<file path="config.mk">
export PLATFORM = sky130hd
export DESIGN_NAME = f2c_top
export DESIGN_NICKNAME = d
export VERILOG_FILES = /design/src/f2c_pkg.sv /design/src/f2c_fifo.sv /design/src/f2c_csr.sv /design/src/f2c_dma_writer.sv /design/src/f2c_top.sv
export VERILOG_INCLUDE_DIRS = /design/src
export SDC_FILE = /design/constraint.sdc
export NUM_CORES = 2
export LEC_CHECK = 0
export BUFFER_PORTS_ARGS = -buffer_cell sky130_fd_sc_hd__buf_4
export CORE_ASPECT_RATIO = 1.25
export CORE_MARGIN = 1
export CORE_UTILIZATION = 37
export CTS_BUF_LIST = sky130_fd_sc_hd__clkbuf_2
export CTS_CLUSTER_SIZE = 14
export DETAILED_ROUTE_END_ITERATION = 8
export PLACE_DENSITY_LB_ADDON = 0.05
export SYNTH_ARGS = -nofsm -noshare
export SYNTH_HDL_FRONTEND = slang
export SYNTH_SLANG_ARGS = --single-unit
</file>
<file path="constraint.sdc">
create_clock -name clk -period 25.8 [get_ports clk]
set_clock_uncertainty 0.2 [all_clocks]
set_input_delay 0 -clock clk [delete_from_list [all_inputs] [get_ports clk]]
set_output_delay 0 -clock clk [all_outputs]
set_load 0.01 [all_outputs]
</file>
<file path="src/f2c_cfg.svh">
`ifndef F2C_CFG_SVH
`define F2C_CFG_SVH

// payload bits per flit
`define F2C_FLIT_BITS 64

// ring index width, also used for ring sizes and head/tail pointers
`define F2C_RB_AWIDTH 10

// entries in each input FIFO
`define F2C_FIFO_DEPTH 16

// longest burst on the memory write port, in flits
`define F2C_MAX_BURST 4

// AXI4-Lite byte address width, wide enough for the clear register at 0x14
`define F2C_CSR_AWIDTH 5

`endif

</file>
<file path="src/f2c_pkg.sv">
`default_nettype none
`include "f2c_cfg.svh"

package f2c_pkg;

    // address step per ring slot
    localparam int f2c_flit_bytes = 8;

    typedef struct packed {
        logic [`F2C_FLIT_BITS-1:0] data;
        logic                      sop;
        logic                      eop;
    } f2c_flit_t;

    // one CPU ring as seen by the hardware
    typedef struct packed {
        logic [31:0]               base;
        logic [`F2C_RB_AWIDTH-1:0] head;
        logic [`F2C_RB_AWIDTH-1:0] tail;
    } f2c_queue_state_t;

    typedef struct packed {
        f2c_queue_state_t pkt_q;
        f2c_queue_state_t dsc_q;
        logic [7:0]       queue_id;
        logic [7:0]       size;
        logic             needs_dsc;
    } f2c_meta_t;

    // descriptor flit, signal bit sits at bit 0
    typedef struct packed {
        logic [`F2C_FLIT_BITS-`F2C_RB_AWIDTH-10:0] pad;
        logic [7:0]                                queue_id;
        logic [`F2C_RB_AWIDTH-1:0]                 tail;
        logic                                      signal;
    } f2c_dsc_t;

    typedef struct packed {
        logic                      write;
        logic [31:0]               address;
        logic [3:0]                burstcount;
        logic [`F2C_FLIT_BITS-1:0] data;
    } f2c_mem_wr_t;

    typedef struct packed {
        logic [`F2C_RB_AWIDTH-1:0] pkt_size;
        logic [`F2C_RB_AWIDTH-1:0] dsc_size;
    } f2c_cfg_t;

    typedef struct packed {
        logic bus_busy;
        logic pkt_full;
        logic dsc_full;
    } f2c_stall_t;

    typedef enum logic [1:0] {
        st_start_transfer,
        st_complete_burst,
        st_start_burst,
        st_send_descriptor
    } f2c_wr_state_t;

endpackage

`default_nettype wire

</file>
<file path="src/f2c_fifo.sv">
`timescale 1ns/100ps
`default_nettype none
`include "f2c_cfg.svh"

module f2c_fifo #(
    parameter type data_t = f2c_pkg::f2c_flit_t
) (
    input  wire logic                              clk,
    input  wire logic                              arst_n,
    input  wire data_t                             in_data,
    input  wire logic                              in_valid,
    output logic                                   in_ready,
    output data_t                                  out_data,
    output logic                                   out_valid,
    input  wire logic                              out_ready,
    output logic [$clog2(`F2C_FIFO_DEPTH):0]       occup
);
    localparam int depth = `F2C_FIFO_DEPTH;
    localparam int aw = $clog2(depth);

    data_t         mem [depth];
    logic [aw-1:0] rd_ptr;
    logic [aw-1:0] wr_ptr;
    logic [aw:0]   count;
    logic [aw:0]   count_next;
    logic          push;
    logic          pop;

    assign push = in_valid && in_ready;
    assign pop = out_valid && out_ready;

    // head entry is visible as soon as anything is stored
    assign out_valid = (count != '0);
    assign out_data = mem[rd_ptr];
    assign occup = count;

    always_comb begin
        count_next = count;
        if (push && !pop) begin
            count_next = count + 1'b1;
        end else if (pop && !push) begin
            count_next = count - 1'b1;
        end
    end

    always_ff @(posedge clk or negedge arst_n) begin
        if (!arst_n) begin
            rd_ptr   <= '0;
            wr_ptr   <= '0;
            count    <= '0;
            in_ready <= 1'b0;
        end else begin
            if (push) begin
                wr_ptr <= wr_ptr + 1'b1;
            end
            if (pop) begin
                rd_ptr <= rd_ptr + 1'b1;
            end
            count    <= count_next;
            // registered ready, looks one entry ahead
            in_ready <= (count_next < depth);
        end
    end

    always_ff @(posedge clk) begin
        if (push) begin
            mem[wr_ptr] <= in_data;
        end
    end

    a_no_overflow: assert property (@(posedge clk) disable iff (!arst_n)
        push |-> count < depth);

endmodule

`default_nettype wire

</file>
<file path="src/f2c_csr.sv">
`timescale 1ns/100ps
`default_nettype none
`include "f2c_cfg.svh"

module f2c_csr (
    input  wire logic                       clk,
    input  wire logic                       arst_n,
    input  wire logic [`F2C_CSR_AWIDTH-1:0] awaddr,
    input  wire logic                       awvalid,
    output logic                            awready,
    input  wire logic [31:0]                wdata,
    input  wire logic [3:0]                 wstrb,
    input  wire logic                       wvalid,
    output logic                            wready,
    output logic [1:0]                      bresp,
    output logic                            bvalid,
    input  wire logic                       bready,
    input  wire logic [`F2C_CSR_AWIDTH-1:0] araddr,
    input  wire logic                       arvalid,
    output logic                            arready,
    output logic [31:0]                     rdata,
    output logic [1:0]                      rresp,
    output logic                            rvalid,
    input  wire logic                       rready,
    output f2c_pkg::f2c_cfg_t               cfg,
    input  wire f2c_pkg::f2c_stall_t        stall
);
    import f2c_pkg::*;

    localparam logic [1:0] resp_okay = 2'b00;
    localparam logic [1:0] resp_slverr = 2'b10;

    localparam logic [`F2C_CSR_AWIDTH-1:0] reg_pkt_size = 'h00;
    localparam logic [`F2C_CSR_AWIDTH-1:0] reg_dsc_size = 'h04;
    localparam logic [`F2C_CSR_AWIDTH-1:0] reg_bus_busy = 'h08;
    localparam logic [`F2C_CSR_AWIDTH-1:0] reg_pkt_full = 'h0c;
    localparam logic [`F2C_CSR_AWIDTH-1:0] reg_dsc_full = 'h10;
    localparam logic [`F2C_CSR_AWIDTH-1:0] reg_clear = 'h14;

    localparam logic [`F2C_RB_AWIDTH-1:0] ring_size_rst = 64;

    logic        wr_hs;
    logic        rd_hs;
    logic        clear;
    logic [2:0]  strobe;
    logic [31:0] cnt [3];

    function automatic logic mapped(logic [`F2C_CSR_AWIDTH-1:0] addr);
        return addr inside {reg_pkt_size, reg_dsc_size, reg_bus_busy,
                            reg_pkt_full, reg_dsc_full, reg_clear};
    endfunction

    // byte-lane merge of a write into a ring size register
    function automatic logic [`F2C_RB_AWIDTH-1:0] merge(
        logic [`F2C_RB_AWIDTH-1:0] old,
        logic [31:0]               data,
        logic [3:0]                strb
    );
        logic [31:0] word;
        word = 32'(old);
        for (int i = 0; i < 4; i++) begin
            if (strb[i]) begin
                word[8*i +: 8] = data[8*i +: 8];
            end
        end
        return word[`F2C_RB_AWIDTH-1:0];
    endfunction

    // AW and W are taken together, and only once the last response is gone
    assign wr_hs = awvalid && wvalid && !bvalid;
    assign awready = wr_hs;
    assign wready = wr_hs;
    assign rd_hs = arvalid && !rvalid;
    assign arready = rd_hs;

    assign clear = wr_hs && (awaddr == reg_clear) && wstrb[0] && wdata[0];
    assign strobe = {stall.dsc_full, stall.pkt_full, stall.bus_busy};

    always_ff @(posedge clk or negedge arst_n) begin
        if (!arst_n) begin
            cfg    <= '{pkt_size: ring_size_rst, dsc_size: ring_size_rst};
            bvalid <= 1'b0;
            bresp  <= resp_okay;
        end else if (wr_hs) begin
            bvalid <= 1'b1;
            bresp  <= mapped(awaddr) ? resp_okay : resp_slverr;
            if (awaddr == reg_pkt_size) begin
                cfg.pkt_size <= merge(cfg.pkt_size, wdata, wstrb);
            end
            if (awaddr == reg_dsc_size) begin
                cfg.dsc_size <= merge(cfg.dsc_size, wdata, wstrb);
            end
        end else if (bready) begin
            bvalid <= 1'b0;
        end
    end

    always_ff @(posedge clk or negedge arst_n) begin
        if (!arst_n) begin
            rvalid <= 1'b0;
        end else if (rd_hs) begin
            rvalid <= 1'b1;
        end else if (rready) begin
            rvalid <= 1'b0;
        end
    end

    always_ff @(posedge clk) begin
        if (rd_hs) begin
            rresp <= mapped(araddr) ? resp_okay : resp_slverr;
            case (araddr)
                reg_pkt_size: rdata <= 32'(cfg.pkt_size);
                reg_dsc_size: rdata <= 32'(cfg.dsc_size);
                reg_bus_busy: rdata <= cnt[0];
                reg_pkt_full: rdata <= cnt[1];
                reg_dsc_full: rdata <= cnt[2];
                default:      rdata <= '0;
            endcase
        end
    end

    // stall counters saturate at all ones, clear wins over a strobe
    always_ff @(posedge clk or negedge arst_n) begin
        if (!arst_n) begin
            for (int i = 0; i < 3; i++) begin
                cnt[i] <= '0;
            end
        end else begin
            for (int i = 0; i < 3; i++) begin
                if (clear) begin
                    cnt[i] <= '0;
                end else if (strobe[i] && (cnt[i] != '1)) begin
                    cnt[i] <= cnt[i] + 1'b1;
                end
            end
        end
    end

    a_bvalid_after_hs: assert property (@(posedge clk) disable iff (!arst_n)
        $rose(bvalid) |-> $past(awvalid && awready && wvalid && wready));

    a_rvalid_after_hs: assert property (@(posedge clk) disable iff (!arst_n)
        $rose(rvalid) |-> $past(arvalid && arready));

endmodule

`default_nettype wire

</file>
<file path="src/f2c_dma_writer.sv">
`timescale 1ns/100ps
`default_nettype none
`include "f2c_cfg.svh"

module f2c_dma_writer (
    input  wire logic               clk,
    input  wire logic               arst_n,
    input  wire f2c_pkg::f2c_cfg_t  cfg,
    input  wire f2c_pkg::f2c_flit_t flit,
    input  wire logic               flit_valid,
    output logic                    flit_ready,
    input  wire f2c_pkg::f2c_meta_t meta,
    input  wire logic               meta_valid,
    output logic                    meta_ready,
    output f2c_pkg::f2c_mem_wr_t    mem_wr,
    input  wire logic               mem_waitrequest,
    output f2c_pkg::f2c_stall_t     stall
);
    import f2c_pkg::*;

    localparam int rb_w = `F2C_RB_AWIDTH;

    f2c_wr_state_t state;
    f2c_meta_t     cur;
    logic [3:0]    burst_left;
    f2c_mem_wr_t   wr_q;
    f2c_mem_wr_t   cmd;
    f2c_meta_t     src;
    f2c_meta_t     nxt;
    f2c_dsc_t      dsc;
    logic          first;
    logic [3:0]    blen;
    logic [3:0]    left;
    logic          skip;
    logic          pkt_ok;
    logic          dsc_ok;
    logic          waiting;
    logic          start;
    logic          issue_flit;
    logic          issue_dsc;

    // one slot always stays empty so a full ring differs from an empty one
    function automatic logic [rb_w-1:0] free_slots(f2c_queue_state_t q,
                                                   logic [rb_w-1:0] size);
        if (q.tail >= q.head) begin
            return size - q.tail + q.head - 1'b1;
        end else begin
            return q.head - q.tail - 1'b1;
        end
    endfunction

    function automatic logic [3:0] burst_len(f2c_meta_t m, logic [rb_w-1:0] size);
        logic [rb_w-1:0] to_end;
        logic [rb_w-1:0] len;
        to_end = size - m.pkt_q.tail;
        len = rb_w'(m.size);
        if (len > rb_w'(`F2C_MAX_BURST)) begin
            len = rb_w'(`F2C_MAX_BURST);
        end
        // a burst must not run past the end of the ring
        if (len > to_end) begin
            len = to_end;
        end
        return len[3:0];
    endfunction

    always_comb begin
        // new packets come straight from the FIFO, later steps use the copy
        src   = (state == st_start_transfer) ? meta : cur;
        first = (state != st_complete_burst);
        blen  = burst_len(src, cfg.pkt_size);
        left  = (first ? blen : burst_left) - 4'd1;
        skip  = (src.pkt_q.base == '0) || (src.dsc_q.base == '0);

        pkt_ok  = free_slots(meta.pkt_q, cfg.pkt_size) >= rb_w'(meta.size);
        dsc_ok  = free_slots(meta.dsc_q, cfg.dsc_size) != '0;
        waiting = (state == st_start_transfer) && meta_valid && flit_valid
                  && !mem_waitrequest;
        start   = waiting && pkt_ok && dsc_ok;

        issue_flit = start || ((state inside {st_complete_burst, st_start_burst})
                               && flit_valid && !mem_waitrequest);
        issue_dsc  = (state == st_send_descriptor) && !mem_waitrequest;

        nxt            = src;
        nxt.size       = src.size - 8'd1;
        nxt.pkt_q.tail = (src.pkt_q.tail == cfg.pkt_size - 1'b1) ? '0
                                                                   : src.pkt_q.tail + 1'b1;

        dsc          = '0;
        dsc.signal   = 1'b1;
        dsc.queue_id = src.queue_id;
        dsc.tail     = src.pkt_q.tail;

        cmd = '0;
        if (issue_flit) begin
            cmd.write      = !skip;
            cmd.address    = src.pkt_q.base + 32'(src.pkt_q.tail) * f2c_flit_bytes;
            // follow-on beats of a burst carry a zero count
            cmd.burstcount = first ? blen : 4'd0;
            cmd.data       = flit.data;
        end else if (issue_dsc) begin
            cmd.write      = !skip;
            cmd.address    = src.dsc_q.base + 32'(src.dsc_q.tail) * f2c_flit_bytes;
            cmd.burstcount = 4'd1;
            cmd.data       = dsc;
        end

        flit_ready     = issue_flit;
        meta_ready     = start;
        stall.bus_busy = mem_wr.write && mem_waitrequest;
        stall.pkt_full = waiting && !pkt_ok && dsc_ok;
        stall.dsc_full = waiting && pkt_ok && !dsc_ok;
    end

    always_ff @(posedge clk or negedge arst_n) begin
        if (!arst_n) begin
            state      <= st_start_transfer;
            burst_left <= '0;
        end else if (issue_flit) begin
            burst_left <= left;
            if (left != '0) begin
                state <= st_complete_burst;
            end else if (nxt.size != '0) begin
                state <= st_start_burst;
            end else if (src.needs_dsc) begin
                state <= st_send_descriptor;
            end else begin
                state <= st_start_transfer;
            end
        end else if (issue_dsc) begin
            state <= st_start_transfer;
        end
    end

    // working copy of the packet, tail and remaining size move per flit
    always_ff @(posedge clk) begin
        if (issue_flit) begin
            cur <= nxt;
        end
    end

    // two command stages, both frozen while the bus pushes back
    always_ff @(posedge clk or negedge arst_n) begin
        if (!arst_n) begin
            wr_q   <= '0;
            mem_wr <= '0;
        end else if (!mem_waitrequest) begin
            wr_q   <= cmd;
            mem_wr <= wr_q;
        end
    end

    a_cmd_hold: assert property (@(posedge clk) disable iff (!arst_n)
        mem_wr.write && mem_waitrequest |=> $stable(mem_wr));

    a_burst_max: assert property (@(posedge clk) disable iff (!arst_n)
        mem_wr.write |-> mem_wr.burstcount <= `F2C_MAX_BURST);

endmodule

`default_nettype wire

</file>
<file path="src/f2c_top.sv">
`timescale 1ns/100ps
`default_nettype none
`include "f2c_cfg.svh"

module f2c_top (
    input  wire logic                       clk,
    input  wire logic                       arst_n,
    input  wire f2c_pkg::f2c_flit_t         pkt_in,
    input  wire logic                       pkt_in_valid,
    output logic                            pkt_in_ready,
    input  wire f2c_pkg::f2c_meta_t         meta_in,
    input  wire logic                       meta_in_valid,
    output logic                            meta_in_ready,
    output logic [$clog2(`F2C_FIFO_DEPTH):0] pkt_occup,
    output logic [$clog2(`F2C_FIFO_DEPTH):0] meta_occup,
    output f2c_pkg::f2c_mem_wr_t            mem_wr,
    input  wire logic                       mem_waitrequest,
    input  wire logic [`F2C_CSR_AWIDTH-1:0] awaddr,
    input  wire logic                       awvalid,
    output logic                            awready,
    input  wire logic [31:0]                wdata,
    input  wire logic [3:0]                 wstrb,
    input  wire logic                       wvalid,
    output logic                            wready,
    output logic [1:0]                      bresp,
    output logic                            bvalid,
    input  wire logic                       bready,
    input  wire logic [`F2C_CSR_AWIDTH-1:0] araddr,
    input  wire logic                       arvalid,
    output logic                            arready,
    output logic [31:0]                     rdata,
    output logic [1:0]                      rresp,
    output logic                            rvalid,
    input  wire logic                       rready
);
    import f2c_pkg::*;

    f2c_flit_t  flit;
    logic       flit_valid;
    logic       flit_ready;
    f2c_meta_t  meta;
    logic       meta_valid;
    logic       meta_ready;
    f2c_cfg_t   cfg;
    f2c_stall_t stall;

    f2c_fifo #(.data_t(f2c_flit_t)) pkt_fifo_i (
        .clk, .arst_n,
        .in_data (pkt_in), .in_valid (pkt_in_valid), .in_ready (pkt_in_ready),
        .out_data (flit), .out_valid (flit_valid), .out_ready (flit_ready),
        .occup (pkt_occup)
    );

    f2c_fifo #(.data_t(f2c_meta_t)) meta_fifo_i (
        .clk, .arst_n,
        .in_data (meta_in), .in_valid (meta_in_valid), .in_ready (meta_in_ready),
        .out_data (meta), .out_valid (meta_valid), .out_ready (meta_ready),
        .occup (meta_occup)
    );

    f2c_dma_writer writer_i (
        .clk, .arst_n, .cfg,
        .flit, .flit_valid, .flit_ready,
        .meta, .meta_valid, .meta_ready,
        .mem_wr, .mem_waitrequest, .stall
    );

    // all CSR port names match the top-level signals
    f2c_csr csr_i (.*);

endmodule

`default_nettype wire

</file>
; Yosys cells after proc, flatten, opt, wreduce, memory -nomap -nowiden
; Memory sizes are Yosys's and may differ from the RTL's.
; Index checks and enable logic that the tools add are counted.
[totals]
regBits = 511
ramBits = 2992
inputBits = 243
mem_count = 2
[op_classes]
addsub = 28
magnitude_cmp = 7
eq_ne = 18
mux = 35
reduce_logical = 65
[memory_table]
columns = name, words, width, read_ports, rd_ports_with_merged_regs, write_ports, line_no
row1 = meta_fifo_i.mem, 16, 121, 1, 0, 1, f2c_fifo.sv:21  ; data_t mem [depth];
row2 = pkt_fifo_i.mem, 16, 66, 1, 0, 1, f2c_fifo.sv:21
[op_table]
columns = operator, n
row1 = two-way mux 101 bit, 2
row2 = two-way mux 32 bit, 6
row3 = case mux 32 bit (5 select lines), 1
row4 = two-way mux 121 bit, 1
row5 = adder 32 x 1 -> 32 bit (second input constant), 3
row6 = inequality test 32 bit (second input constant), 3
row7 = adder 32 x 13 -> 32 bit, 2
row8 = logical NOT 32 bit, 2
row9 = subtractor 10 x 1 -> 10 bit (second input constant), 5
row10 = subtractor 10 bit, 5
row11 = logical AND 1 bit, 29
row12 = adder 10 bit, 2
row13 = == test 5 x 4 -> 1 bit (second input constant), 4
row14 = == test 5 bit (second input constant), 4
row15 = >= comparator 10 bit, 2
row16 = two-way mux 10 bit, 2
row17 = two-way mux 5 bit, 4
row18 = adder 4 x 1 -> 4 bit (second input constant), 4
row19 = two-way mux 2 bit, 7
row20 = nonzero test 2 bit, 7
row21 = two-way mux 4 bit, 3
row22 = AND reduction 3 bit, 4
row23 = nonzero test 6 bit, 2
row24 = adder 10 x 1 -> 10 bit (second input constant), 1
row25 = 24 further kinds, 48

; Longest topological paths before layout
; An unclocked memory read counts as a cell.
[logic_depth]
ltp_word = 14
mapped_depth = 42
mapped_depth_nobuf = 29

; Modules after synthesis
; A second synthesis with hierarchy kept.
[unflattened]
hier_cells = 7969
area_unflattened_um2 = 142299.0
[modules_own_cells]
columns = mod, n_inst, cells_each, area_each_um2, seq_area_each_um2
row1 = f2c_fifo at meta_fifo_i, 1, 3569, 74661.6, 58486.1
row2 = f2c_fifo at pkt_fifo_i, 1, 1993, 41501.1, 32060.7
row3 = f2c_dma_writer, 1, 1637, 18300.1, 8237.9
row4 = f2c_csr, 1, 770, 7836.3, 3971.3

; Worst setup path after synthesis
; OpenSTA, ideal clock, no wires.
[synth_timing]
path_type = reg2reg
from = register meta_fifo_i.in_ready
to = memory meta_fifo_i.mem[3][0] in the netlist's numbering (enable)
setup_ps = 749
t_arrival_ps = 8937
t_required_ps = 24851
slack_ps = 15914
path_stages_with_launch = 5
synth_period_minus_slack_ps = 9886
path_cell_list = dfrtp_1 -> nand2_1 -> clkinv_1 -> nand2_1 -> nor3_1
[synth_via]
elab_chain_len = 3
[synth_rtl]
columns = element, line_no
row1 = "start, declared", f2c_fifo.sv:12  ; output logic in_ready,
row2 = "start signal, assigned", f2c_fifo.sv:61  ; in_ready <= (count_next < depth);
row3 = logical AND 1 bit, f2c_fifo.sv:29  ; assign push = in_valid && in_ready;
row4 = net meta_fifo_i.push, f2c_fifo.sv:26  ; logic push;
row5 = two-way mux 1 bit, f2c_fifo.sv:66  ; if (push) begin
row6 = two-way mux 1 bit (implied by the code), f2c_fifo.sv:67  ; mem[wr_ptr] <= in_data;
row7 = "end, declared", f2c_fifo.sv:21
; The timed path passes the listed nets, and every way through them passes these cells.

; Worst setup path in the final report
[layout_timing]
from = register meta_fifo_i.rd_ptr[0]
to = register writer_i.cur[107] in the netlist's numbering (enable)
[layout_via]
elab_chain_len = 9
[layout_rtl]
columns = element, line_no
row1 = "start, declared", f2c_fifo.sv:22  ; logic [aw-1:0] rd_ptr;
row2 = "start signal, assigned", f2c_fifo.sv:57  ; rd_ptr <= rd_ptr + 1'b1;
row3 = memory read (16 x 121 bit) (*), n/a
row4 = subtractor 10 bit, f2c_dma_writer.sv:46  ; return size - q.tail + q.head - 1'b1;
row5 = adder 10 bit, f2c_dma_writer.sv:46
row6 = subtractor 10 x 1 -> 10 bit, f2c_dma_writer.sv:46
row7 = two-way mux 10 bit, f2c_dma_writer.sv:45  ; if (q.tail >= q.head) begin
row8 = >= comparator 10 x 8 -> 1 bit, f2c_dma_writer.sv:75  ; pkt_ok = free_slots(meta.pkt_q, cfg.pkt_size) >= rb_w'(meta.size);
row9 = logical AND 1 bit, f2c_dma_writer.sv:79  ; start = waiting && pkt_ok && dsc_ok;
row10 = logical AND 1 bit (*), f2c_dma_writer.sv:79
row11 = logical OR 1 bit (*), f2c_dma_writer.sv:81  ; issue_flit = start || ((state inside {st_complete_burst, st_start_burst})
row12 = net flit_ready, f2c_top.sv:40  ; logic flit_ready;
row13 = "end signal, assigned", f2c_dma_writer.sv:139  ; cur <= nxt;
row14 = "end, declared", f2c_dma_writer.sv:24  ; f2c_meta_t cur;
; Mark *: on every way through the listed nets, which the timed path passes. The rest lies on a longest branch.
; A chain may end at the register's enable or synchronous reset.

==> results.tsv <==
stage	metric	value	unit
status	outcome	finished clean	
logic_synthesis	synth_fa_ha_area_frac	0.0154	
clock_tree	path_clk_slew	0.12	ns
pwr	vdd_drop_max	0.0943	mV
cells_and_area	multiInputGateArea	0.0354	mm²
place	place_inst	12626	
logic_synthesis	yosys_warnings	0	
clock_tree	cts_buffer_depth	4	
clock_tree	insertion_delay	2.42	ns
route	drtPass1Iterations	6	
sta	slew_viol_final	0	
route	wl_met1	173	mm
worst_setup_path	rr_startpoint	meta_fifo_i.rd_ptr[0]	
sta	tns	0	ns
route	finalWirelength	421	mm
cells_and_area	instances_no_fill	15267	
cells_and_area	layout.area.seq	0.102	mm²
pwr	power_density	109	mW/mm²
job	maxCapViolCount	0	
pwr	p_leak	59.1	nW
place	place_congestion	0.807	
global_routing	grt_remaining_overflow	0	
worst_setup_path	crit_arrival	12.62	ns
logic_synthesis	synth-seq-cells	3449	
floorplan	die-width	551	µm
logic_synthesis	synth-xor-area-share	0.0107	
global_routing	gr-usage-all-layers	0.221	
logic_synthesis	synth_top_family_by_area	multiplexers	
logic_synthesis	synth_area	0.140	mm²
route	routed-wl-met2	217	mm
floorplan	rows	251	
floorplan	core	0.375	mm²
logic_synthesis	synth_compound_area_frac	0.0533	
worst_setup_path	worstSetupEndpointType	flop	
route	routed-via-count	80579	
logic_synthesis	synth-edff-count	3094	
cells_and_area	fillers	33641	
logic_synthesis	seq_area_frac_synth	0.729	
sta	worst_pin_slew	1.28	ns
worst_setup_path	start_kind	flop	
clock_tree	cts_made_buffers	857	
place	post-dp-hpwl	231	mm
hold_path	min_from	writer_i.wr_q[83]	
place	io_buffers	368	
logic_synthesis	synth-simple-area-share	0.0327	
hold_path	hold_path_class	reg -> reg	
floorplan	die_y	689	µm
route	vias_per_cell	5.28	
logic_synthesis	syn_area_per_cell	18.5	µm²
logic_synthesis	synthMuxAreaShare	0.139	
cells_and_area	syn_to_final_growth	19.7	%
clock_tree	cts_tree	yes	
global_routing	grt_pass1_vias	86079	
cells_and_area	design_area	0.167	mm²
sta	max_freq	90.4	MHz
route	highest_layer	met5	
floorplan	dieArea	0.380	mm²
sta	fin_crit_sh	0.429	
place	place_area	0.148	mm²
global_routing	grt_pass1_wl	604	mm
global_routing	antenna_found_initial	44	
logic_synthesis	synth_cell_type_count	103	
worst_setup_path	cp-startpoint	meta_fifo_i.rd_ptr[0]	
route	drc	0	
cells_and_area	num-nets-final	10050	
route	met3_length	20.8	mm
floorplan	start_util	0.373	
sta	rsz0062_at_grt	false	
logic_synthesis	syn_inst	7544	
clock_tree	cts_resized	0	
clock_tree	cts.sinks	3449	
route	post_drt_wl_per_cell	27.6	µm
worst_setup_path	path_class	reg -> reg	
floorplan	io_pins	397	
logic_synthesis	synthFlopType	edfxtp_1	
worst_setup_path	cp_max_fo	117	
sta	hold_viol_final	0	
sta	slew_headroom	0.146	
logic_synthesis	synth_async_sr_flop_share	0.103	
route	first_iter_violations	4950	
cells_and_area	drive_gt1_frac	0.268	
sta	min_period	11.07	ns
clock_tree	root_buffer	clkbuf_2	
clock_tree	postCtsSetupBuffers	0	
sta	setup_viol	0	
sta	whs	0.253	ns
global_routing	grt_max_degree	118	
clock_tree	holdBufCountCts	1098	
worst_setup_path	required	27.35	ns
clock_tree	ctsHtreeMaxLevel	6	
route	antenna_left	0	
pwr	power	18.2	mW
[registers in the layout, indices dropped and copies added, names as in the netlist, 20 cells and up, named ones only]
signal	count
meta_fifo_i.mem	1936
pkt_fifo_i.mem	1024
writer_i.cur	101
writer_i.mem_wr	101
writer_i.wr_q	101
csr_i.cnt	96
csr_i.rdata	32
csr_i.cfg	20
[cells by family (layout without fill, tap and decap cells)]
family / Yosys count / count (layout)
adders and majority gates: 157 / 157
and+or+nand+nor: 937 / 937
DFF: 3449 / 3449
muxes: 1191 / 1191
AOI/OAI and AO/OA: 1080 / 1080
buffers and inverters: 559 / 3320
other: 1 / 30
xor gates and xnor gates: 170 / 170
[path summary, 6_finish.rpt]
check,to,slack [ns],depth (start not counted)
worst max-delay path,writer_i.cur[107],14.73,25
worst min-delay path,writer_i.mem_wr[83],0.25,1
worst max register to register,writer_i.cur[107],14.73,25
worst min register to register,writer_i.mem_wr[83],0.25,1
max in group asynchronous,pkt_fifo_i.wr_ptr[2],22.06,11
min in group asynchronous,csr_i.cfg[18],1.11,9
[cell usage after synthesis (17+ instances only)]
library cell,number,area [µm²]
a211oi_1,24,180
a21o_1,41,308
a21oi_1,222,1110
a221oi_1,85,744
a22o_1,48,420
a22oi_1,96,721
a31oi_1,20,125
and2_1,40,250
and3_1,41,257
buf_1,44,165
buf_2,51,255
buf_4,42,315
buf_6,18,203
clkbuf_1,216,811
dfrtp_1,353,8830
edfxtp_1,3094,92900
fa_1,25,500
ha_1,132,1650
inv_1,165,619
mux2_2,187,2110
mux2i_1,425,4250
mux4_1,17,447
mux4_2,559,12600
nand2_1,301,1130
nand3_1,77,385
nand4_1,44,275
nor2_1,196,736
nor2b_1,24,150
nor3_1,70,350
nor4_1,22,138
o21a_1,17,128
o21ai_0,196,981
o221ai_1,88,771
o22ai_1,82,513
o31ai_1,22,165
or3_1,34,213
xnor2_1,95,832
xor2_1,75,657
[layer usage]
metal | global-route usage | vias up
met2 | 0.392 | 2123
met5 | 0 | -
met3 | 0.0405 | 681
li1 | - | 35373
met4 | 0.0603 | 34
met1 | 0.276 | 42368
[worst max-delay path: stages, from the launching register on]
cell and delay, ns:
dfrtp_4 0.80, buf_4 0.65, buf_4 0.83, buf_12 0.73, mux2i_1 0.18, a221oi_1 0.40, o21ai_0 0.14, and2_1 0.25
ha_1 0.34, nand2_1 0.06, o21ai_0 0.26, a41oi_1 0.19, a31oi_1 0.48, buf_4 0.29, mux2_2 0.36, ha_1 0.29
a21o_1 0.17, a21o_1 0.18, a21oi_1 0.14, o21ai_0 0.11, a21oi_1 0.60, and2_1 0.39, o21a_4 0.48, buf_4 0.64
inv_6 0.40, buf_4 0.56
[placed cells by master, fill, tap and decap left out, types with 196 or more instances in the layout]
cell and n:
nand2_1 299, o21ai_0 196, buf_4 512, edfxtp_1 3094, mux4_2 559, dfrtp_1 345
mux2i_1 425, clkbuf_2 1286, a21oi_1 222, dlygate4sd3_1 1090
[power breakdown]
group	switching, mW	internal (mW)	total [mW]
sequential	0.337	6.89	7.23
combinational	4.42	2.88	7.29
clock	2.26	1.41	3.68
total	7.02	11.2	18.2
[layout make-up]
class	count	area share
clock buffer	1286	0.0385
inverter	171	0.00397
antenna	23	0.000344
multi-input combinational	3542	0.212
timing repair buffer	1629	0.0916
clock inverter	234	0.00772
sequential	3449	0.609
tap	4933	0.0369
[through the flow]
step                      utilization  worst slack (ns)
after floorplan                     -             15.91
after global placement          0.396             14.85
after detailed placement        0.396             14.83
after CTS                       0.446             14.65
after global routing            0.446             14.16
final                           0.446             14.73
Note: power is estimated with default switching activity, not from simulation.
